--- src/pipeCtrl_params.svh ---
`ifndef PIPECTRL_PARAMS_SVH
`define PIPECTRL_PARAMS_SVH

// Width of an architectural register number
// Sixteen visible registers in user mode give four bits
`define REG_IDX_W 4

// Register number that aliases the program counter
// Reads of this register take the PC value from the datapath
// and therefore never take part in operand forwarding
`define PC_REG 15

// A register tag is a register number plus a use or write flag
// kept next to it in the stage structs of the package
// The ISA fields of the instruction word stay four bits wide
// so this width must not grow past the encoding

`endif

--- src/pipeCtrlPkg.sv ---
`include "pipeCtrl_params.svh"

package pipeCtrlPkg;

  // Instruction class codes taken from bits 27:26
  localparam logic [1:0] classDp = 2'b00;
  localparam logic [1:0] classLs = 2'b01;

  // Data-processing format, Rm sits in the low nibble of op2
  typedef struct packed {
    logic [3:0]  cond;
    logic [1:0]  cls;
    logic        imm;
    logic [3:0]  opcode;
    logic        sBit;
    logic [3:0]  rn;
    logic [3:0]  rd;
    logic [11:0] op2;
  } dpViewT;

  // Single load/store format with P, U, B and W addressing bits
  typedef struct packed {
    logic [3:0]  cond;
    logic [1:0]  cls;
    logic        imm;
    logic        preIdx;
    logic        up;
    logic        byteXfer;
    logic        writeBack;
    logic        load;
    logic [3:0]  rn;
    logic [3:0]  rd;
    logic [11:0] offset;
  } lsViewT;

  // One fetched word, read through whichever view its class selects
  typedef union packed {
    dpViewT dpView;
    lsViewT lsView;
  } instrWordT;

  // Register usage of one instruction as it moves down the pipe
  typedef struct packed {
    logic                  valid;
    logic [`REG_IDX_W-1:0] src1;
    logic                  src1Use;
    logic [`REG_IDX_W-1:0] src2;
    logic                  src2Use;
    logic [`REG_IDX_W-1:0] dest;
    logic                  regWrite;
    logic                  memToReg;
  } regTagsT;

  // Source-to-destination hits between stages
  typedef struct packed {
    logic match1EM;
    logic match1EW;
    logic match2EM;
    logic match2EW;
    logic match1DE;
    logic match2DE;
  } matchT;

  // Exception requests, listed from highest to lowest priority
  typedef struct packed {
    logic prefetchAbortE;
    logic dataAbort;
    logic irq;
    logic fiq;
    logic undefinedE;
    logic swiE;
  } exceptT;

  // Side levels from the caches, branch unit and CPSR logic
  typedef struct packed {
    logic dStall;
    logic iStall;
    logic branchTakenE;
    logic pcSrcW;
    logic pcWrPendingF;
    logic regToCpsr;
    logic cpsrToReg;
    logic cpsrEMW;
  } sideInT;

  // Stall and flush levels per stage
  typedef struct packed {
    logic stallF;
    logic stallD;
    logic stallE;
    logic stallM;
    logic stallW;
    logic flushD;
    logic flushE;
    logic flushM;
    logic flushW;
  } stallFlushT;

  // Operand source for an Execute-stage read port
  typedef enum logic [1:0] {
    fwdNone  = 2'd0,
    fwdFromW = 2'd1,
    fwdFromM = 2'd2
  } fwdSelT;

  // Offset added to the saved PC when an exception is taken
  typedef enum logic [1:0] {
    pcPlus0 = 2'd0,
    pcPlus4 = 2'd1,
    pcPlus8 = 2'd2
  } pcInSelT;

endpackage

--- src/regFieldDecode.sv ---
`timescale 1ns/1ps

module regFieldDecode (
  input  pipeCtrlPkg::instrWordT instrD,
  input  logic                   validD,
  output pipeCtrlPkg::regTagsT   tagsD
);

  import pipeCtrlPkg::*;

  // Class bits sit at the same place in both views
  logic [1:0] instrClass;

  // Test and compare opcodes 1000 to 1011 only set flags
  logic isCompare;

  assign instrClass = instrD.dpView.cls;
  assign isCompare  = (instrD.dpView.opcode[3:2] == 2'b10);

  always_comb begin
    // Start from an empty tag so unused fields stay zero
    tagsD       = '0;
    tagsD.valid = validD;
    if (validD) begin
      case (instrClass)
        classDp: begin
          // Rn is always read by the data-processing format
          tagsD.src1    = instrD.dpView.rn;
          tagsD.src1Use = 1'b1;
          tagsD.dest    = instrD.dpView.rd;
          // Register operand 2 reads Rm from the low nibble
          if (!instrD.dpView.imm) begin
            tagsD.src2    = instrD.dpView.op2[3:0];
            tagsD.src2Use = 1'b1;
          end
          tagsD.regWrite = !isCompare;
        end
        classLs: begin
          // Base register is read for address generation
          tagsD.src1    = instrD.lsView.rn;
          tagsD.src1Use = 1'b1;
          if (instrD.lsView.load) begin
            // Loaded data reaches the register file late
            tagsD.dest     = instrD.lsView.rd;
            tagsD.regWrite = 1'b1;
            tagsD.memToReg = 1'b1;
          end else begin
            // A store reads Rd as its data operand
            tagsD.src2    = instrD.lsView.rd;
            tagsD.src2Use = 1'b1;
          end
        end
        default: begin
          // Branch and coprocessor classes carry no register tags here
        end
      endcase
    end
  end

endmodule

--- src/stageTagPipe.sv ---
`timescale 1ns/1ps

module stageTagPipe (
  input  logic                    clk,
  input  logic                    rst,
  input  pipeCtrlPkg::regTagsT    tagsD,
  input  pipeCtrlPkg::stallFlushT sf,
  output pipeCtrlPkg::regTagsT    tagsE,
  output pipeCtrlPkg::regTagsT    tagsM,
  output pipeCtrlPkg::regTagsT    tagsW
);

  import pipeCtrlPkg::*;

  // Next value of one stage register
  // A flush empties the stage even when a load would happen
  // A stall keeps the current contents
  function automatic regTagsT nextStage(
    input regTagsT cur,
    input regTagsT incoming,
    input logic    stall,
    input logic    flush
  );
    regTagsT nxt;
    if (flush) begin
      nxt = '0;
    end else if (stall) begin
      nxt = cur;
    end else begin
      nxt = incoming;
    end
    return nxt;
  endfunction

  // Combinational next state for all three stages
  regTagsT nextE;
  regTagsT nextM;
  regTagsT nextW;

  always_comb begin
    nextE = nextStage(tagsE, tagsD, sf.stallE, sf.flushE);
    nextM = nextStage(tagsM, tagsE, sf.stallM, sf.flushM);
    // Under back-pressure W is both held and flushed
    // so the held instruction is not written back twice
    nextW = nextStage(tagsW, tagsM, sf.stallW, sf.flushW);
  end

  // Execute stage register
  always_ff @(posedge clk) begin
    if (rst) begin
      tagsE <= '0;
    end else begin
      tagsE <= nextE;
    end
  end

  // Memory stage register
  always_ff @(posedge clk) begin
    if (rst) begin
      tagsM <= '0;
    end else begin
      tagsM <= nextM;
    end
  end

  // Writeback stage register
  always_ff @(posedge clk) begin
    if (rst) begin
      tagsW <= '0;
    end else begin
      tagsW <= nextW;
    end
  end

  // Each stage updates on its own controls, so a bubble can open
  // in E while M and W keep moving

endmodule

--- src/regMatch.sv ---
`timescale 1ns/1ps
`include "pipeCtrl_params.svh"

module regMatch (
  input  pipeCtrlPkg::regTagsT tagsD,
  input  pipeCtrlPkg::regTagsT tagsE,
  input  pipeCtrlPkg::regTagsT tagsM,
  input  pipeCtrlPkg::regTagsT tagsW,
  output pipeCtrlPkg::matchT   match
);

  import pipeCtrlPkg::*;

  // True when a read source hits the destination of a later stage
  // The PC is never forwarded since its value comes from the datapath
  function automatic logic srcHits(
    input logic                  srcUse,
    input logic [`REG_IDX_W-1:0] src,
    input regTagsT               later
  );
    logic notPc;
    notPc = (src != `REG_IDX_W'(`PC_REG));
    return srcUse && notPc && later.valid && (src == later.dest);
  endfunction

  always_comb begin
    // Execute sources against Memory and Writeback for forwarding
    match.match1EM = srcHits(tagsE.src1Use, tagsE.src1, tagsM);
    match.match1EW = srcHits(tagsE.src1Use, tagsE.src1, tagsW);
    match.match2EM = srcHits(tagsE.src2Use, tagsE.src2, tagsM);
    match.match2EW = srcHits(tagsE.src2Use, tagsE.src2, tagsW);
    // Decode sources against Execute for the load-use check
    match.match1DE = srcHits(tagsD.src1Use, tagsD.src1, tagsE);
    match.match2DE = srcHits(tagsD.src2Use, tagsD.src2, tagsE);
  end

  // Whether a hit matters is decided in the hazard unit, which
  // knows the write and load flags of the later stage

endmodule

--- src/hazard.sv ---
`timescale 1ns/1ps

module hazard (
  // Clock and reset serve the bound checker only
  input  logic                    clk,
  input  logic                    rst,
  input  pipeCtrlPkg::matchT      match,
  input  logic                    regWriteM,
  input  logic                    regWriteW,
  input  logic                    memToRegE,
  input  pipeCtrlPkg::sideInT     side,
  input  pipeCtrlPkg::exceptT     exc,
  output pipeCtrlPkg::fwdSelT     forwardAE,
  output pipeCtrlPkg::fwdSelT     forwardBE,
  output pipeCtrlPkg::stallFlushT sf,
  output logic                    exceptionSavePC,
  output pipeCtrlPkg::pcInSelT    pcInSelect
);

  import pipeCtrlPkg::*;

  // Load result not yet available for the instruction in Decode
  logic ldrStallD;

  // Either cache is holding the pipeline
  logic backPressure;

  // Memory stage is the younger producer and wins over Writeback
  function automatic fwdSelT pickFwd(
    input logic hitM,
    input logic hitW,
    input logic wrM,
    input logic wrW
  );
    fwdSelT sel;
    if (hitM && wrM) begin
      sel = fwdFromM;
    end else if (hitW && wrW) begin
      sel = fwdFromW;
    end else begin
      sel = fwdNone;
    end
    return sel;
  endfunction

  // Operand forwarding for both Execute read ports
  always_comb begin
    forwardAE = pickFwd(match.match1EM, match.match1EW, regWriteM, regWriteW);
    forwardBE = pickFwd(match.match2EM, match.match2EW, regWriteM, regWriteW);
  end

  assign ldrStallD    = (match.match1DE | match.match2DE) & memToRegE;
  assign backPressure = side.dStall | side.iStall;

  // Any exception request saves the PC of the faulting stage
  assign exceptionSavePC = |exc;

  always_comb begin
    // Decode waits for a load result or for the caches
    sf.stallD = ldrStallD | backPressure;
    // Fetch also waits on a pending PC write or a CPSR move
    sf.stallF = sf.stallD | side.pcWrPendingF | side.regToCpsr | side.cpsrToReg;

    // Back-pressure freezes every later stage together
    sf.stallE = backPressure;
    sf.stallM = backPressure;
    sf.stallW = backPressure;

    // The frozen W instruction must not write back again
    sf.flushW = backPressure;

    // Bubble into E on load-use, taken branch or a CPSR move in flight
    // but never while E is frozen, or the held instruction would be lost
    sf.flushE = (ldrStallD | side.branchTakenE | side.cpsrEMW) & ~sf.stallE;

    // Drop the instruction in Decode whenever fetch went the wrong way
    sf.flushD = side.pcWrPendingF | side.pcSrcW | side.branchTakenE |
                side.iStall | side.regToCpsr | side.cpsrToReg;

    // Exceptions squash the instruction leaving Execute
    sf.flushM = exceptionSavePC & ~sf.stallM;
  end

  // Return-address offset for the highest-priority exception
  always_comb begin
    if (exc.prefetchAbortE) begin
      pcInSelect = pcPlus0;
    end else if (exc.dataAbort) begin
      pcInSelect = pcPlus8;
    end else if (exc.irq) begin
      pcInSelect = pcPlus0;
    end else if (exc.fiq) begin
      pcInSelect = pcPlus0;
    end else if (exc.undefinedE) begin
      pcInSelect = pcPlus4;
    end else if (exc.swiE) begin
      // SWI saves the link one stage late through the pipe
      pcInSelect = pcPlus8;
    end else begin
      pcInSelect = pcPlus0;
    end
  end

endmodule

--- src/pipeCtrlTop.sv ---
`timescale 1ns/1ps

module pipeCtrlTop (
  input  logic                    clk,
  input  logic                    rst,
  input  pipeCtrlPkg::instrWordT  instrD,
  input  logic                    validD,
  input  pipeCtrlPkg::sideInT     side,
  input  pipeCtrlPkg::exceptT     exc,
  output pipeCtrlPkg::fwdSelT     forwardAE,
  output pipeCtrlPkg::fwdSelT     forwardBE,
  output pipeCtrlPkg::stallFlushT sf,
  output logic                    exceptionSavePC,
  output pipeCtrlPkg::pcInSelT    pcInSelect
);

  import pipeCtrlPkg::*;

  // Register tags of the instruction in each stage
  regTagsT tagsD;
  regTagsT tagsE;
  regTagsT tagsM;
  regTagsT tagsW;

  // Hits between Decode, Execute and the later stages
  matchT match;

  regFieldDecode i_decode (
    .instrD (instrD),
    .validD (validD),
    .tagsD  (tagsD)
  );

  // The stall and flush levels from the hazard unit steer the tag pipe
  stageTagPipe i_tagPipe (
    .clk   (clk),
    .rst   (rst),
    .tagsD (tagsD),
    .sf    (sf),
    .tagsE (tagsE),
    .tagsM (tagsM),
    .tagsW (tagsW)
  );

  regMatch i_match (
    .tagsD (tagsD),
    .tagsE (tagsE),
    .tagsM (tagsM),
    .tagsW (tagsW),
    .match (match)
  );

  hazard i_hazard (
    .clk             (clk),
    .rst             (rst),
    .match           (match),
    .regWriteM       (tagsM.regWrite),
    .regWriteW       (tagsW.regWrite),
    .memToRegE       (tagsE.memToReg),
    .side            (side),
    .exc             (exc),
    .forwardAE       (forwardAE),
    .forwardBE       (forwardBE),
    .sf              (sf),
    .exceptionSavePC (exceptionSavePC),
    .pcInSelect      (pcInSelect)
  );

endmodule

--- config.mk ---
export PLATFORM = sky130hd
export DESIGN_NAME = pipeCtrlTop
export DESIGN_NICKNAME = d
export VERILOG_FILES = /design/src/pipeCtrlPkg.sv /design/src/regFieldDecode.sv /design/src/stageTagPipe.sv /design/src/regMatch.sv /design/src/hazard.sv /design/src/pipeCtrlTop.sv
export VERILOG_INCLUDE_DIRS = /design/src
export SDC_FILE = /design/constraint.sdc
export NUM_CORES = 1
export LEC_CHECK = 0
export BUFFER_PORTS_ARGS = -buffer_cell sky130_fd_sc_hd__buf_4
export CORE_MARGIN = 4
export CORE_UTILIZATION = 44
export DETAILED_ROUTE_END_ITERATION = 7
export HOLD_SLACK_MARGIN = 0.05
export PLACE_DENSITY = 0.84
export SYNTH_ARGS = -nofsm -noshare
export SYNTH_HDL_FRONTEND = slang
export SYNTH_SLANG_ARGS = --single-unit
--- constraint.sdc ---
create_clock -name clk -period 2.6 [get_ports clk]
set_clock_uncertainty 0.05 [all_clocks]
set_input_delay 0.39 -clock clk [delete_from_list [all_inputs] [get_ports clk]]
set_output_delay 0.39 -clock clk [all_outputs]
set_load 0.01 [all_outputs]
==> flow_metrics.env <==
export IMPL_status="finished with violations"
export IMPL_violations="negative setup slack"
export IMPL_required_ns=2.16
export IMPL_cts_clk_slew_worst_paths_ns=0.06
export IMPL_seq_area_frac_synth_pct=33.97
export IMPL_synth_top_cells_by_count="nand2_1, dfxtp_1, xnor2_1"
export IMPL_post_synth_inst_count=211
export IMPL_p_total_mw=0.9491
export IMPL_diodes=0
export IMPL_avgSynthCellArea_um2=8.100
export IMPL_grt_pass1_wl_mm=7.417
export IMPL_fmax_mhz=367.5
export IMPL_leakage_nw=0.9492
export IMPL_grt_pass1_vias=1692
export IMPL_rows=22
export IMPL_post_route_period_util_pct=104.6
export IMPL_regArea_um2=580.6
export IMPL_yosysMostFrequentCell="nand2_1"
export IMPL_die_h_um=70.33
export IMPL_yosysTopAreaCellShare_pct=33.97
export IMPL_multi_input_area_mm2=0.001084
export IMPL_power_density_mw_per_mm2=398.6
export IMPL_overflow=0
export IMPL_drt_iter0_drc=101
export IMPL_synth_edf_count=0
export IMPL_cp_arrival_ns=2.28
export IMPL_rr_endpoint="i_tagPipe.tagsE[13]$_SDFFE_PP0N_"
export IMPL_cp_depth=7
export IMPL_h_tree_depth=2
export IMPL_synth_area_mm2=0.001709
export IMPL_path_max_fanout=5
export IMPL_synthArstFlopShare_pct=0
export IMPL_slew_headroom_pct=63.45
export IMPL_end_kind="output port"
export IMPL_max_clock_path_buffers=2
export IMPL_gp_congestion=0.8832
export IMPL_io_buffers=50
export IMPL_syn2layout_area_growth_pct=39.31
export IMPL_rr_startpoint="i_tagPipe.tagsE[2]$_SDFFE_PP0N_"
export IMPL_synth_nets=260
export IMPL_placedCellCount=318
export IMPL_crit_path_top_delay_cell="or4_4"
export IMPL_cp_cell_sequence="buf_6, or4bb_1, and3_4, or4_4, nor4b_4, o21a_1, buf_4"
export IMPL_root_buffer="clkbuf_8"
export IMPL_core_area_mm2=0.003716
export IMPL_drive_gt1_share_pct=32.14
export IMPL_criticalPathCategory="input pin to output port"
export IMPL_finalWorstSetupSlack_ns=-0.1207
export IMPL_via_count=1752
export IMPL_min_path_type="input pin to register"
export IMPL_path_buf_inv=2
export IMPL_drtAntennaViolNets=0
export IMPL_rr_worst_depth=7
export IMPL_synth_distinct_cells=45
export IMPL_tightest_slew_ns=0.5433
export IMPL_drt_wl_total_mm=4.498
export IMPL_cpLargestDelayFamily="simple AND/OR/NAND/NOR gates"
export IMPL_die_area_mm2=0.004946
export IMPL_grt_use_total_pct=18.80
export IMPL_die_width_um=70.33
export IMPL_dp_hpwl_mm=3.461
export IMPL_io_pins=65
export IMPL_yosysTopAreaCell="dfxtp_1"
export IMPL_routed_via_density=5.341
export IMPL_wire_per_inst_um=13.71
export IMPL_final_hold_violation_count=0
export IMPL_min_to="i_tagPipe.tagsE[3]$_SDFFE_PP0N_"
export IMPL_startpoint_type="input pin"
export IMPL_ys_warn_count=0
export IMPL_grt_max_degree=18
export IMPL_numClockSinks=29
export IMPL_synthTopCellsByArea="dfxtp_1, xnor2_1, nand2_1"
export IMPL_hold_start="instrD[13]"
export IMPL_numCtsBuffers=5
export IMPL_finalNonFillerCells=328
export IMPL_start_util_pct=45.99
export IMPL_rsz0062_at_grt="true"
export IMPL_cts_tree="built"
export IMPL_slowest_delay_ns=0.56
export IMPL_antenna_found_initial=0
export IMPL_peakVddDrop_v=0.0001793
export IMPL_timing_final_crit_period_ns=2.721
export IMPL_fill_cells=334
export IMPL_drv_slew=0
export IMPL_synth_seq_cells=29
export IMPL_whs_path_depth=3
export IMPL_drc=0
export IMPL_setup_violations=3
export IMPL_cap_violations=0
export IMPL_rrSetupSlack_ns=0.54
export IMPL_dr_pass1_iters=4
export IMPL_nets=328
export IMPL_hold_buffers=0
export IMPL_synth_ff_type="dfxtp_1"
export IMPL_clkLatencyLatePin_ns=0.28
==> how the worst max path moves through the flow <==
stage            end  slack (ns)       start
2_1_floorplan  sf[2]       -0.20  instrD[27]
3_3_place_gp   sf[8]       -0.23  instrD[27]
3_5_place_dp   sf[8]       -0.23  instrD[27]
4_1_cts        sf[8]       -0.12  instrD[27]
5_1_grt        sf[2]       -0.18  instrD[27]
6_report       sf[2]       -0.12  instrD[27]
==> metal layers <==
layer	global-route usage (%)	share of wire [%]	up-vias
li1	-	-	890
met3	6.187	9.2	10
met4	7.021	1.6	0
met1	21.42	41	773
met2	32.33	48	79
met5	0	0	-
==> cell families (layout without fill, tap and decap cells) <==
kind of cell    count (synthesis)  after routing  share of synthesized area [%]
compound gates                 40             40                          16.18
xor+xnor                       19             19                          9.736
buf+inv                        17             86                          5.124
flops                          29             29                          33.97
mux                             1              1                         0.6588
simple gates                  105            105                          34.33
==> state kept, by name, indices dropped and copies added, names as in the netlist <==
| name | flops |
|---|---|
| i_tagPipe.tagsE | 17 |
| i_tagPipe.tagsM | 6 |
| i_tagPipe.tagsW | 6 |
==> cells in the final DEF (no fill, tap or decap), types with 4 or more instances in the layout <==
| cell | count |
|---|---|
| nor3_1 | 4 |
| buf_4 | 65 |
| nand3_1 | 13 |
| buf_6 | 5 |
| o31ai_1 | 10 |
| a21oi_1 | 10 |
| nand2_1 | 33 |
| dfxtp_1 | 29 |
| nor2_1 | 12 |
| xnor2_1 | 16 |
| o21ai_1 | 6 |
| inv_1 | 7 |
| and2_1 | 10 |
| clkbuf_8 | 5 |
==> stage by stage <==
stage,hold WS (ns),util (%),TNS [ns],setup WS [ns],instance area [um^2]
floorplan,0.3749,-,-0.2043,-0.2043,1709
global placement,0.3927,59.80,-0.6075,-0.2289,2222
detailed placement,0.3957,59.80,-0.6243,-0.2338,2222
CTS,0.3248,63.23,-0.3384,-0.1209,2350
global route,0.3384,64.07,-0.4811,-0.1789,2381
finish,0.3282,64.07,-0.2918,-0.1207,2381
==> worst min-delay path, stage by stage <==
cell and delay [ns]:
buf_4 0.11, nand3_1 0.06, o21ai_1 0.05
==> timing repair <==
action | CTS | global route
setup endpoints to repair | 3 | 3
pin swaps | 4 | 6
cloned | 0 | 0
buffers inserted | 1 | 1
gates resized for setup | 9 | 5
==> power by group <==
| part | switching (mW) | internal, mW |
|---|---|---|
| registers | 0.00266 | 0.447 |
| clock network | 0.164 | 0.185 |
| logic | 0.0672 | 0.0843 |
| total | 0.234 | 0.716 |
==> area by class of cell <==
cell class,count,area share [%]
Timing Repair Buffer,70,22.86
Clock inverter,2,0.4204
Tap cell,48,2.522
Clock buffer,6,3.048
Sequential cell,29,24.38
Inverter,8,1.261
Multi-Input combinational cell,165,45.51
Power figures use the tool's default switching activity.
